===== config.mk =====
export PLATFORM = sky130hd
export DESIGN_NAME = riscv_v_mask_unit
export DESIGN_NICKNAME = d
export VERILOG_FILES = /design/src/common/riscv_v_pkg.sv /design/src/common/riscv_v_mask_isa_pkg.sv /design/src/logic/riscv_v_mask_ALU.sv /design/src/logic/riscv_v_mask_regfile.sv /design/src/logic/riscv_v_mask_decoder.sv /design/src/logic/riscv_v_mask_unit.sv
export SDC_FILE = /design/constraint.sdc
export NUM_CORES = 1
export LEC_CHECK = 0
export ABC_AREA = 1
export BUFFER_PORTS_ARGS = -buffer_cell sky130_fd_sc_hd__buf_2
export CORE_MARGIN = 5
export CORE_UTILIZATION = 60
export DETAILED_ROUTE_END_ITERATION = 10
export HOLD_SLACK_MARGIN = 0.05
export PLACE_DENSITY = 0.79
export SLEW_MARGIN = 30
export SYNTH_ARGS = -nofsm -noshare
export SYNTH_HDL_FRONTEND = slang
export SYNTH_SLANG_ARGS = --single-unit

===== constraint.sdc =====
create_clock -name clk -period 3 [get_ports clk]
set_input_delay 0.15 -clock clk [delete_from_list [all_inputs] [get_ports clk]]
set_output_delay 0.15 -clock clk [all_outputs]
set_load 0.01 [all_outputs]

===== src/common/riscv_v_pkg.sv =====
////////////////////////////////////////
// Vector geometry for the mask slice
// One mask bit per element, eight mask registers
////////////////////////////////////////
package riscv_v_pkg;

    // Elements per register, one mask bit each
    localparam int RISCV_V_NUM_ELEMENTS_REG = 32;

    // Mask register file depth
    localparam int RISCV_V_NUM_REGS = 8;

    // Index width, must cover RISCV_V_NUM_REGS
    localparam int RISCV_V_REG_ADDR_W = 3;

    // Whole mask register
    typedef logic [RISCV_V_NUM_ELEMENTS_REG-1:0] riscv_v_mask_reg_t;

    // Mask register index
    typedef logic [RISCV_V_REG_ADDR_W-1:0] riscv_v_reg_addr_t;

endpackage : riscv_v_pkg


===== src/common/riscv_v_mask_isa_pkg.sv =====
////////////////////////////////////////
// OPMVV mask-logical encodings only
// Register fields are cut down to the mask file index
// The vm bit is not described here
////////////////////////////////////////
package riscv_v_mask_isa_pkg;

    localparam int RISCV_V_INST_W = 32;

    // Field positions in the instruction word
    localparam int OPCODE_LSB = 0;
    localparam int OPCODE_W   = 7;
    localparam int VD_LSB     = 7;
    localparam int FUNCT3_LSB = 12;
    localparam int FUNCT3_W   = 3;
    localparam int VS1_LSB    = 15;
    localparam int VS2_LSB    = 20;
    localparam int FUNCT6_LSB = 26;
    localparam int FUNCT6_W   = 6;

    // Major opcode OP-V and the OPMVV category
    localparam logic [OPCODE_W-1:0] OPCODE_OPV   = 7'b1010111;
    localparam logic [FUNCT3_W-1:0] FUNCT3_OPMVV = 3'b010;

    // Mask-logical funct6 codes
    localparam logic [FUNCT6_W-1:0] FUNCT6_VMANDN = 6'b011000;
    localparam logic [FUNCT6_W-1:0] FUNCT6_VMAND  = 6'b011001;
    localparam logic [FUNCT6_W-1:0] FUNCT6_VMOR   = 6'b011010;
    localparam logic [FUNCT6_W-1:0] FUNCT6_VMXOR  = 6'b011011;
    localparam logic [FUNCT6_W-1:0] FUNCT6_VMORN  = 6'b011100;
    localparam logic [FUNCT6_W-1:0] FUNCT6_VMNAND = 6'b011101;
    localparam logic [FUNCT6_W-1:0] FUNCT6_VMNOR  = 6'b011110;
    localparam logic [FUNCT6_W-1:0] FUNCT6_VMXNOR = 6'b011111;

    // Decoded controls for the mask ALU and the register file
    typedef struct packed {
        // Legal mask-logical instruction
        logic                           is_mask;
        // One-hot operation select
        logic                           is_and;
        logic                           is_or;
        logic                           is_xor;
        // vs1 inverted before the operation
        logic                           is_negate_srca;
        // Result inverted after the operation
        logic                           is_negate_result;
        riscv_v_pkg::riscv_v_reg_addr_t vd;
        riscv_v_pkg::riscv_v_reg_addr_t vs1;
        riscv_v_pkg::riscv_v_reg_addr_t vs2;
    } riscv_v_mask_ctrl_t;

endpackage : riscv_v_mask_isa_pkg


===== src/logic/riscv_v_mask_ALU.sv =====
////////////////////////////////////////
// Purely combinational mask logic
// Operation strobes are expected one-hot
// Output is zero while is_mask is low
////////////////////////////////////////
`timescale 1ns/1ps

module riscv_v_mask_ALU (
    input  logic                           is_mask,
    input  logic                           is_and,
    input  logic                           is_or,
    input  logic                           is_xor,
    input  logic                           is_negate_srca,
    input  logic                           is_negate_result,
    input  riscv_v_pkg::riscv_v_mask_reg_t srca,
    input  riscv_v_pkg::riscv_v_mask_reg_t srcb,
    output riscv_v_pkg::riscv_v_mask_reg_t result
);
    import riscv_v_pkg::*;

    // Strobes widened to the full mask width
    riscv_v_mask_reg_t and_en;
    riscv_v_mask_reg_t or_en;
    riscv_v_mask_reg_t xor_en;

    riscv_v_mask_reg_t opa;
    riscv_v_mask_reg_t and_term;
    riscv_v_mask_reg_t or_term;
    riscv_v_mask_reg_t xor_term;
    riscv_v_mask_reg_t merged;
    riscv_v_mask_reg_t polarity;

    assign and_en = {RISCV_V_NUM_ELEMENTS_REG{is_and}};
    assign or_en  = {RISCV_V_NUM_ELEMENTS_REG{is_or}};
    assign xor_en = {RISCV_V_NUM_ELEMENTS_REG{is_xor}};

    // Inverting srca gives the andn/orn forms
    assign opa = srca ^ {RISCV_V_NUM_ELEMENTS_REG{is_negate_srca}};

    // Each term stays zero unless its strobe is set
    assign and_term = (opa & and_en) & srcb;
    assign or_term  = (opa & or_en) | (srcb & or_en);
    assign xor_term = (opa & xor_en) ^ (srcb & xor_en);

    // Only one term is live, so OR selects it
    assign merged = and_term | or_term | xor_term;

    // nand, nor and xnor
    assign polarity = merged ^ {RISCV_V_NUM_ELEMENTS_REG{is_negate_result}};

    assign result = polarity & {RISCV_V_NUM_ELEMENTS_REG{is_mask}};

endmodule : riscv_v_mask_ALU


===== src/logic/riscv_v_mask_regfile.sv =====
////////////////////////////////////////
// Registered reads, one cycle after the address
// A write or load on the same edge is forwarded
// Result write and load must not coincide
////////////////////////////////////////
`timescale 1ns/1ps

module riscv_v_mask_regfile (
    input  logic                           clk,
    input  logic                           rst,
    input  riscv_v_pkg::riscv_v_reg_addr_t rd_addr_a,
    input  riscv_v_pkg::riscv_v_reg_addr_t rd_addr_b,
    output riscv_v_pkg::riscv_v_mask_reg_t rd_data_a,
    output riscv_v_pkg::riscv_v_mask_reg_t rd_data_b,
    input  logic                           wr_en,
    input  riscv_v_pkg::riscv_v_reg_addr_t wr_addr,
    input  riscv_v_pkg::riscv_v_mask_reg_t wr_data,
    input  logic                           load_valid,
    input  riscv_v_pkg::riscv_v_reg_addr_t load_addr,
    input  riscv_v_pkg::riscv_v_mask_reg_t load_data
);
    import riscv_v_pkg::*;

    riscv_v_mask_reg_t regs [RISCV_V_NUM_REGS];

    // Merged update port
    logic              upd_en;
    riscv_v_reg_addr_t upd_addr;
    riscv_v_mask_reg_t upd_data;

    // Stored value, or the value being written this edge
    function automatic riscv_v_mask_reg_t read_port(input riscv_v_reg_addr_t addr);
        riscv_v_mask_reg_t value;
        if (upd_en && (upd_addr == addr)) begin
            value = upd_data;
        end else begin
            value = regs[addr];
        end
        return value;
    endfunction

    // Result writeback takes priority over the load port
    always_comb begin
        upd_en   = wr_en | load_valid;
        upd_addr = wr_en ? wr_addr : load_addr;
        upd_data = wr_en ? wr_data : load_data;
    end

    always_ff @(posedge clk) begin
        if (rst) begin
            for (int i = 0; i < RISCV_V_NUM_REGS; i++) begin
                regs[i] <= '0;
            end
        end else if (upd_en) begin
            regs[upd_addr] <= upd_data;
        end
    end

    // Both read ports sample every cycle
    always_ff @(posedge clk) begin
        rd_data_a <= read_port(rd_addr_a);
        rd_data_b <= read_port(rd_addr_b);
    end

    // Environment loads never land on a writeback edge
    a_no_load_on_write: assert property (@(posedge clk) disable iff (rst)
        !(wr_en && load_valid))
        else $error("riscv_v_mask_regfile: load collides with result write");

endmodule : riscv_v_mask_regfile


===== src/logic/riscv_v_mask_decoder.sv =====
////////////////////////////////////////
// Decodes only the eight mask-logical ops
// vd/vs1/vs2 use their low bits, vm is ignored
// Anything else comes out with is_mask low
////////////////////////////////////////
`timescale 1ns/1ps

module riscv_v_mask_decoder (
    input  logic                                                clk,
    input  logic                                                rst,
    input  logic                                                inst_valid,
    input  logic [riscv_v_mask_isa_pkg::RISCV_V_INST_W-1:0]     inst,
    output logic                                                ctrl_valid,
    output riscv_v_mask_isa_pkg::riscv_v_mask_ctrl_t            ctrl
);
    import riscv_v_pkg::*;
    import riscv_v_mask_isa_pkg::*;

    logic [OPCODE_W-1:0] opcode;
    logic [FUNCT3_W-1:0] funct3;
    logic [FUNCT6_W-1:0] funct6;
    logic                is_opmvv;
    riscv_v_mask_ctrl_t  ctrl_d;

    assign opcode = inst[OPCODE_LSB +: OPCODE_W];
    assign funct3 = inst[FUNCT3_LSB +: FUNCT3_W];
    assign funct6 = inst[FUNCT6_LSB +: FUNCT6_W];

    assign is_opmvv = (opcode == OPCODE_OPV) && (funct3 == FUNCT3_OPMVV);

    always_comb begin
        ctrl_d     = '0;
        ctrl_d.vd  = inst[VD_LSB +: RISCV_V_REG_ADDR_W];
        ctrl_d.vs1 = inst[VS1_LSB +: RISCV_V_REG_ADDR_W];
        ctrl_d.vs2 = inst[VS2_LSB +: RISCV_V_REG_ADDR_W];

        if (is_opmvv) begin
            ctrl_d.is_mask = 1'b1;
            case (funct6)
                FUNCT6_VMAND: ctrl_d.is_and = 1'b1;
                FUNCT6_VMOR:  ctrl_d.is_or  = 1'b1;
                FUNCT6_VMXOR: ctrl_d.is_xor = 1'b1;
                // vs2 & ~vs1
                FUNCT6_VMANDN: begin
                    ctrl_d.is_and         = 1'b1;
                    ctrl_d.is_negate_srca = 1'b1;
                end
                // vs2 | ~vs1
                FUNCT6_VMORN: begin
                    ctrl_d.is_or          = 1'b1;
                    ctrl_d.is_negate_srca = 1'b1;
                end
                FUNCT6_VMNAND: begin
                    ctrl_d.is_and           = 1'b1;
                    ctrl_d.is_negate_result = 1'b1;
                end
                FUNCT6_VMNOR: begin
                    ctrl_d.is_or            = 1'b1;
                    ctrl_d.is_negate_result = 1'b1;
                end
                FUNCT6_VMXNOR: begin
                    ctrl_d.is_xor           = 1'b1;
                    ctrl_d.is_negate_result = 1'b1;
                end
                // Unknown funct6 inside OPMVV
                default: ctrl_d.is_mask = 1'b0;
            endcase
        end
    end

    // Controls hold their last value between issues
    always_ff @(posedge clk) begin
        if (rst) begin
            ctrl_valid <= 1'b0;
            ctrl       <= '0;
        end else begin
            ctrl_valid <= inst_valid;
            if (inst_valid) begin
                ctrl <= ctrl_d;
            end
        end
    end

    // Exactly one operation strobe for every legal instruction
    a_op_onehot: assert property (@(posedge clk) disable iff (rst)
        ctrl_valid && ctrl.is_mask |-> $onehot({ctrl.is_and, ctrl.is_or, ctrl.is_xor}))
        else $error("riscv_v_mask_decoder: operation strobes not one-hot");

endmodule : riscv_v_mask_decoder


===== src/logic/riscv_v_mask_unit.sv =====
////////////////////////////////////////
// Result shows 2 cycles after issue, written one edge later
// No back-pressure, one instruction per cycle
// Loads must avoid writeback edges
////////////////////////////////////////
`timescale 1ns/1ps

module riscv_v_mask_unit (
    input  logic                                            clk,
    input  logic                                            rst,
    input  logic                                            inst_valid,
    input  logic [riscv_v_mask_isa_pkg::RISCV_V_INST_W-1:0] inst,
    input  logic                                            load_valid,
    input  riscv_v_pkg::riscv_v_reg_addr_t                  load_addr,
    input  riscv_v_pkg::riscv_v_mask_reg_t                  load_data,
    output logic                                            result_valid,
    output riscv_v_pkg::riscv_v_reg_addr_t                  result_vd,
    output riscv_v_pkg::riscv_v_mask_reg_t                  result,
    output logic                                            illegal
);
    import riscv_v_pkg::*;
    import riscv_v_mask_isa_pkg::*;

    logic               ctrl_valid;
    riscv_v_mask_ctrl_t ctrl;

    // Operand stage, aligned with the register file read data
    logic               stage_valid;
    riscv_v_mask_ctrl_t stage_ctrl;

    riscv_v_mask_reg_t  vs1_data;
    riscv_v_mask_reg_t  vs2_data;
    riscv_v_mask_reg_t  alu_result;
    logic               wb_en;

    riscv_v_mask_decoder u_decoder (
        .clk        (clk),
        .rst        (rst),
        .inst_valid (inst_valid),
        .inst       (inst),
        .ctrl_valid (ctrl_valid),
        .ctrl       (ctrl)
    );

    riscv_v_mask_regfile u_regfile (
        .clk        (clk),
        .rst        (rst),
        .rd_addr_a  (ctrl.vs1),
        .rd_addr_b  (ctrl.vs2),
        .rd_data_a  (vs1_data),
        .rd_data_b  (vs2_data),
        .wr_en      (wb_en),
        .wr_addr    (stage_ctrl.vd),
        .wr_data    (alu_result),
        .load_valid (load_valid),
        .load_addr  (load_addr),
        .load_data  (load_data)
    );

    always_ff @(posedge clk) begin
        if (rst) begin
            stage_valid <= 1'b0;
            stage_ctrl  <= '0;
        end else begin
            stage_valid <= ctrl_valid;
            stage_ctrl  <= ctrl;
        end
    end

    // srca is vs1, so vmandn gives vs2 & ~vs1
    riscv_v_mask_ALU u_alu (
        .is_mask          (stage_ctrl.is_mask),
        .is_and           (stage_ctrl.is_and),
        .is_or            (stage_ctrl.is_or),
        .is_xor           (stage_ctrl.is_xor),
        .is_negate_srca   (stage_ctrl.is_negate_srca),
        .is_negate_result (stage_ctrl.is_negate_result),
        .srca             (vs1_data),
        .srcb             (vs2_data),
        .result           (alu_result)
    );

    assign result_valid = stage_valid;
    assign result_vd    = stage_ctrl.vd;
    assign result       = alu_result;
    assign illegal      = stage_valid & ~stage_ctrl.is_mask;

    // Illegal encodings never reach the register file
    assign wb_en = stage_valid & stage_ctrl.is_mask;

    a_illegal_zero: assert property (@(posedge clk) disable iff (rst)
        illegal |-> (result == '0))
        else $error("riscv_v_mask_unit: nonzero result on illegal instruction");

endmodule : riscv_v_mask_unit


## Word-level counts from Yosys, hierarchy flattened

Memory sizes are Yosys's and may differ from the RTL's. A register that Yosys moved wholly into a read port is not among the register bits.
Index checks and enable logic that the tools add are counted.

- Eq/ne operators: 12
- Muxes and demuxes: 23
- Bitwise logic cells: 17
- Reductions and logical operators: 10

Operators with widths:

| cell | count |
|---|---|
| $and A32 B32 Y32 | 7 |
| $mux W32 | 4 |
| $or A32 B32 Y32 | 3 |
| $xor A32 B32 Y32 | 3 |
| $eq A6 B5 Y1 const B | 8 |
| $reduce_or A32 Y1 | 1 |
| $mux W3 | 6 |
| $mux W1 | 12 |
| $reduce_or A3 Y1 | 3 |
| $reduce_or A8 Y1 | 1 |
| $eq A7 B7 Y1 const B | 1 |
| $eq A3 B3 Y1 | 2 |
| $mux W6 | 1 |
| $reduce_or A2 Y1 | 2 |
| $eq A3 B2 Y1 const B | 1 |
| $logic_and A1 B1 Y1 | 3 |
| $and A1 B1 Y1 | 2 |
| $not A1 Y1 | 1 |
| $or A1 B1 Y1 | 1 |

- Bits in writable memories: 256
- Logic and storage cells: 83
- Memories kept: 1
- Bits in registers: 90

Memories:

| memory | depth | bits a word | rd ports | clocked after Yosys merged registers in | write ports | RTL line | source |
|---|---|---|---|---|---|---|---|
| u_regfile.regs | 8 | 32 | 2 | 2 | 8 | riscv_v_mask_regfile.sv:24 | `riscv_v_mask_reg_t regs [RISCV_V_NUM_REGS];` |

## Longest topological paths before layout

Gate-level depths: netlist of run 1.

- Depth in word-level cells: 9
- Mapped depth: 13
- Mapped depth without buffers: 11

## By module

A second synthesis of run 1 with hierarchy kept.

- Cells, all modules: 3150
- Area, all modules: 21705.8 um2

By module, submodules not included:

| module | times used | cells each | area each (um2) | sequential area each (um2) |
|---|---|---|---|---|
| riscv_v_mask_regfile | 1 | 2432 | 17713.2 | 8968.6 |
| riscv_v_mask_ALU | 1 | 576 | 2956.6 | 0.0 |
| riscv_v_mask_decoder | 1 | 104 | 711.9 | 320.3 |
| riscv_v_mask_unit | 1 | 38 | 324.1 | 200.2 |

## Worst setup path after synthesis of run 1

OpenSTA, ideal clock, no wires.

- Path kind: register to register
- From: reg stage_valid, in the netlist result_valid
- To: mem u_regfile.regs[2][0] (netlist name), enable pin
- Stages on the path, launching flop included: 10
- Required time: 2.522 ns
- Arrival time: 2.084 ns
- Slack: 0.438 ns
- Buffers on the path: 3
- Period minus slack after synthesis: 2.562 ns
- Cells stage by stage: dfxtp_1 > buf_2 > nand2_2 > buf_6 > inv_1 > or2_2 > and3_1 > nand2_1 > buf_2 > nand2_1

RTL lines:

| item | RTL line | source |
|---|---|---|
| from (decl) | riscv_v_mask_unit.sv:28 | `logic stage_valid;` |
| from (signal assigned) | riscv_v_mask_unit.sv:65 | `stage_valid <= ctrl_valid;` |
| to (decl) | riscv_v_mask_regfile.sv:24 |  |

==> impl_metrics.yaml, run 1 <==
timing:
  skew_ns: 0.01709
  hold_viol: 0
  slew_headroom_pct: 38.97
  max_freq_mhz: 373.3
  final.setup.tns_ns: 0
  worst_slew_pin_slew_ns: 0.9145
  fin_crit_ns: 2.679
  finalSetupViolations: 0
  timing.final.crit_share_pct: 89.29
  hold_ws_ns: 0.06521
  rsz0062_at_grt: "false"
  drv_slew: 0
layout:
  final_cells: 3182
  drive_gt1_share_pct: 8.759
  final_util_pct: 68.01
  nNetsFinal: 2782
  final_cell_mix: "nand2_1 (674), nor2_1 (505), o21ai_0 (349), edfxtp_1 (256), inv_1 (191)"
  sequential_cell_area_mm2: 0.009625
  areaGrowthSynthToFinish_pct: 12.95
  num-fill-cells: 2522
  multi_input_area_mm2: 0.008361
  final_common_cell: "nand2_1"
  antenna_cells: 0
routing:
  vias: 19310
  routed_wl_um: 62980
  postRouteAntennaNets: 0
  drc: 0
  firstDrtPassIters: 6
  via_per_inst: 6.067
  drt_iter0_drc: 2887
  wl_per_cell_um: 19.79
die:
  coreArea_mm2: 0.03229
  die_x_um: 190.0
  die_h_um: 190.0
  pin_count: 108
  die_area_mm2: 0.03610
  rows: 66
  start_util_pct: 60.21
worst_setup_path:
  r2r_cells: 6
  cp_max_fo: 17
  reg2reg_slack_ns: 0.61
  end_kind: "flop"
  crit_required_ns: 3.46
  critPathKind: "in2reg"
  startpoint_type: "primary input"
  arrival_ns: 3.14
yosys:
  syn_area_mm2: 0.01944
  avgSynthCellArea_um2: 7.353
  yosys_warnings: 0
  syn_nets: 2715
  synth-edff-count: 256
  async_flop_share_pct: 0
  yosysSeqAreaShare_pct: 49.42
  postSynthCellCount: 2644
  synth_flop_cell: "edfxtp_1"
  yosysUniqueCellTypes: 28
  synth-seq-cells: 352
pwr:
  power_density_mw_per_mm2: 545.0
  power_mw: 11.97
  p_leak_nw: 9.589
  ir_drop_mv: 0.3273
worst_hold_path:
  hold_path_depth: 5
  hold_path_class: "in2reg"
clocking:
  cts_tree: "done"
  cts_buffer_depth: 3
  clockRootBuffer: "clkbuf_16"
  postCtsSetupBuffers: 0
  postCtsResizedCells: 0
  clk_latency_ns: 0.53
  cts_buffers: 37
  clk_pin_slew_ns: 0.06
  htreeDepth: 2
  cts_sinks: 352
  ctsHoldBuffers: 41
flow_run:
  cap_violations: 0
global_route:
  antenna_found_initial: 0
  grt_pass1_wl_um: 97680
  grtUsageTotal_pct: 34.10
  grt_pass1_vias: 18770
  grt_start_max_net_pins: 86
  grt_overflow: 0
outcome:
  outcome: "finished, final reports clean"
place:
  portBuffers: 100
  globalplace.congestion: 0.8797
  dp_hpwl_um: 37590
  dpl.cell_count: 3073
layout make-up:
type,count,share of cell area [%]
Timing Repair Buffer,205,6.735
Sequential cell,352,43.83
Clock inverter,21,0.8490
Inverter,197,3.367
Clock buffer,47,4.626
Tap cell,442,2.518
Multi-Input combinational cell,1918,38.07
logic make-up (layout without fill, tap and decap cells):
| logic type | count (synthesis) | in the layout | synth area share (%) |
|---|---|---|---|
| flip-flops | 352 | 352 | 49.42 |
| AND/OR/NAND/NOR | 1382 | 1382 | 28.37 |
| XOR/XNOR | 2 | 2 | 0.09011 |
| AO/OA/AOI/OAI | 534 | 534 | 14.54 |
| buffers and inverters | 374 | 470 | 7.574 |
worst max-delay path, cell delays in order:
cell and delay (ns):
dlygate4sd3_1 0.54, buf_2 0.21, inv_1 0.40, nand2_1 0.24, nor2_1 0.22, nand4_1 0.13
dlygate4sd3_1 0.57, o21ai_0 0.12, dlygate4sd3_1 0.56
layer usage:
| layer | share of wire (%) | global-route usage [%] |
|---|---|---|
| met5 | 0 | 0 |
| met4 | 5.0 | 16.89 |
| met3 | 13 | 7.083 |
| met2 | 46 | 55.99 |
| met1 | 36 | 43.16 |
per-stage QoR:
step / area (um2) / setup slack [ns]
2_1_floorplan: 19440 / 0.4379
3_3_place_gp: 20350 / 0.7913
3_5_place_dp: 20350 / 0.7291
4_1_cts: 21960 / 0.4053
5_1_grt: 21960 / 0.1001
6_report: 21960 / 0.3213
cells in the mapped netlist, types with 33 or more instances:
| master | count | area (um2) |
|---|---|---|
| o211ai_1 | 48 | 360.4 |
| clkbuf_1 | 99 | 371.6 |
| nand2_1 | 674 | 2530 |
| buf_1 | 40 | 150.1 |
| edfxtp_1 | 256 | 7687 |
| nand4_1 | 33 | 206.5 |
| o21ai_0 | 349 | 1747 |
| nand3_1 | 159 | 795.8 |
| a21oi_1 | 130 | 650.6 |
| inv_1 | 192 | 720.7 |
| nor2_1 | 505 | 1896 |
| buf_2 | 34 | 170.2 |
| dfxtp_1 | 96 | 1922 |
final timing paths:
path,from,end
setup / recovery,rst,u_decoder.ctrl[11]$_SDFFE_PP0P_
hold / removal,load_data[20],u_regfile.rd_data_a[20]$_DFF_P_
setup reg to reg,result_valid$_SDFF_PP0_,u_regfile.regs[0][3]$_SDFFCE_PN0P_
hold reg to reg,u_decoder.ctrl_valid$_SDFF_PP0_,result_valid$_SDFF_PP0_
registers in the layout, indices dropped and copies added, names as in the netlist, named ones only:
signal,flops
u_decoder.ctrl_valid,1
stage_ctrl,6
result_valid,1
u_regfile.rd_data_a,32
u_decoder.ctrl,15
result_vd,3
u_regfile.regs,256
u_regfile.rd_data_b,32
where the power goes:
part / switching (mW) / internal [mW]
sequential: 0.225 / 5.55
clock: 1.89 / 2.66
combinational: 1.12 / 0.524
total: 3.23 / 8.74
Power figures use the tool's default switching activity.
==> run 2, diff against run 1 <==
Settings changed: CAP_MARGIN set to 15, MAX_ROUTING_LAYER set to met4, SLEW_MARGIN 30 to unset.
==> impl_metrics.yaml, run 2 (synthesized netlist as in run 1, its figures left out) <==
outcome:
  outcome: "finished, final reports clean"
die:
  pin_count: 108
  coreArea_mm2: 0.03229
  die_x_um: 190.0
  start_util_pct: 60.21
  rows: 66
  die_h_um: 190.0
  die_area_mm2: 0.03610
timing:
  timing.final.crit_share_pct: 89.82
  final.setup.tns_ns: 0
  rsz0062_at_grt: "false"
  fin_crit_ns: 2.694
  hold_viol: 0
  finalSetupViolations: 0
  max_freq_mhz: 371.1
  worst_slew_pin_slew_ns: 1.078
  skew_ns: 0.02057
  slew_headroom_pct: 28.08
  drv_slew: 0
layout:
  reg_top3: "u_regfile.regs: 256 flops, u_regfile.rd_data_a: 32 flops, u_regfile.rd_data_b: 32 flops"
  nNetsFinal: 2782
  areaGrowthSynthToFinish_pct: 12.95
  drive_gt1_share_pct: 8.723
  final_util_pct: 68.01
  multi_input_area_mm2: 0.008361
  sequential_cell_area_mm2: 0.009625
  num-fill-cells: 2522
  largest_reg_flops: 256
  final_common_cell: "nand2_1"
  regMostFlops: "u_regfile.regs"
  final_cell_mix: "nand2_1 (674), nor2_1 (505), o21ai_0 (349), edfxtp_1 (256), inv_1 (192)"
  antenna_cells: 0
routing:
  via_per_inst: 6.083
  drt_iter0_drc: 2883
  drc: 0
  vias: 19360
  routed_wl_um: 63050
  postRouteAntennaNets: 0
  firstDrtPassIters: 6
  wl_per_cell_um: 19.81
clocking:
  clk_pin_slew_ns: 0.06
  htreeDepth: 2
  clockRootBuffer: "clkbuf_16"
  clk_latency_ns: 0.53
  cts_sinks: 352
  cts_tree: "done"
  cts_buffers: 37
  cts_buffer_depth: 3
global_route:
  grtUsageTotal_pct: 35.12
  grt_pass1_vias: 18750
  antenna_found_initial: 0
  grt_start_max_net_pins: 86
  grt_pass1_wl_um: 97660
  grt_overflow: 0
place:
  dp_hpwl_um: 37590
  globalplace.congestion: 0.8943
  portBuffers: 100
worst_setup_path:
  r2r_cells: 6
  arrival_ns: 3.16
  reg2reg_slack_ns: 0.58
  cp-startpoint: "rst"
  cp_max_fo: 17
  end_kind: "flop"
  startpoint_type: "primary input"
  reg2reg_from: "result_valid$_SDFF_PP0_"
  r2r-end: "u_regfile.regs[0][3]$_SDFFCE_PN0P_"
  crit_required_ns: 3.46
  crit_end: "u_decoder.ctrl[11]$_SDFFE_PP0P_"
  critPathKind: "in2reg"
pwr:
  power_density_mw_per_mm2: 545.6
  ir_drop_mv: 0.3297
  p_leak_nw: 9.589
worst_hold_path:
  hold_path_class: "in2reg"
flow_run:
  cap_violations: 0
run 2: changes by cell type in the layout (fill, tap and decap cells not counted):
cell | before | now
inv_2 | 6 | 5
inv_1 | 191 | 192
run 2: through the flow:
| stage | instance area, um2 | setup WS, ns | total power, mW | hold slack, ns | std cells |
|---|---|---|---|---|---|
| global placement | 20350 | 0.7913 | 7.326 | 0.3681 | 3073 |
| detailed placement | 20350 | 0.7291 | 7.409 | 0.3741 | 3073 |
| floorplan | 19440 | 0.4379 | 6.886 | 0.2797 | 2644 |
| global route | 21960 | 0.1000 | 12.42 | 0.07199 | 3182 |
| finish | 21960 | 0.3055 | 11.98 | 0.06497 | 3182 |
| CTS | 21960 | 0.4053 | 11.91 | 0.05049 | 3182 |
run 2: timing repair:
item	CTS	global route
resized for setup	0	0
buffers inserted	0	0
endpoints found under the setup margin	0	0
endpoints found under the hold margin	58	0
hold buffers	41	0
run 2: worst min-delay path by stage:
| stage | from | slack [ns] | to | depth (start not counted) |
|---|---|---|---|---|
| global route | load_data[20] | 0.07 | u_regfile.rd_data_a[20]$_DFF_P_ | 5 |
| floorplan | inst[8] | 0.28 | u_decoder.ctrl[7]$_SDFFE_PP0P_ | 1 |
| detailed placement | inst[8] | 0.37 | u_decoder.ctrl[7]$_SDFFE_PP0P_ | 2 |
| global placement | inst[8] | 0.37 | u_decoder.ctrl[7]$_SDFFE_PP0P_ | 2 |
| finish | load_data[20] | 0.06 | u_regfile.rd_data_a[20]$_DFF_P_ | 5 |
| CTS | load_data[20] | 0.05 | u_regfile.rd_data_a[20]$_DFF_P_ | 5 |
run 2: power by group:
group / total, mW / switching (mW) / internal [mW]
Sequential: 5.77 / 0.226 / 5.55
Clock: 4.56 / 1.89 / 2.66
Combinational: 1.65 / 1.12 / 0.524
run 2: area by class of cell:
| type | count | share of cell area (%) |
|---|---|---|
| Clock inverter | 21 | 0.8490 |
| Tap cell | 442 | 2.518 |
| Clock buffer | 47 | 4.626 |
| Multi-Input combinational cell | 1918 | 38.07 |
| Sequential cell | 352 | 43.83 |
| Timing Repair Buffer | 205 | 6.735 |
| Inverter | 197 | 3.367 |
run 2: per-layer routing:
metal / vias to the layer above / GRT usage, % / wire, um
met4: 0 / 16.94 / 3181
met5: - / - / 0
li1: 8852 / - / -
met1: 8808 / 43.16 / 22270
met2: 1388 / 56.13 / 29230
met3: 307 / 6.899 / 8371
run 2: worst max-delay path, stage by stage:
cell and delay [ns]:
dlygate4sd3_1 0.53, buf_2 0.20, inv_1 0.41, nand2_1 0.24
nor2_1 0.22, nand4_1 0.13, dlygate4sd3_1 0.57, o21ai_0 0.12
dlygate4sd3_1 0.56
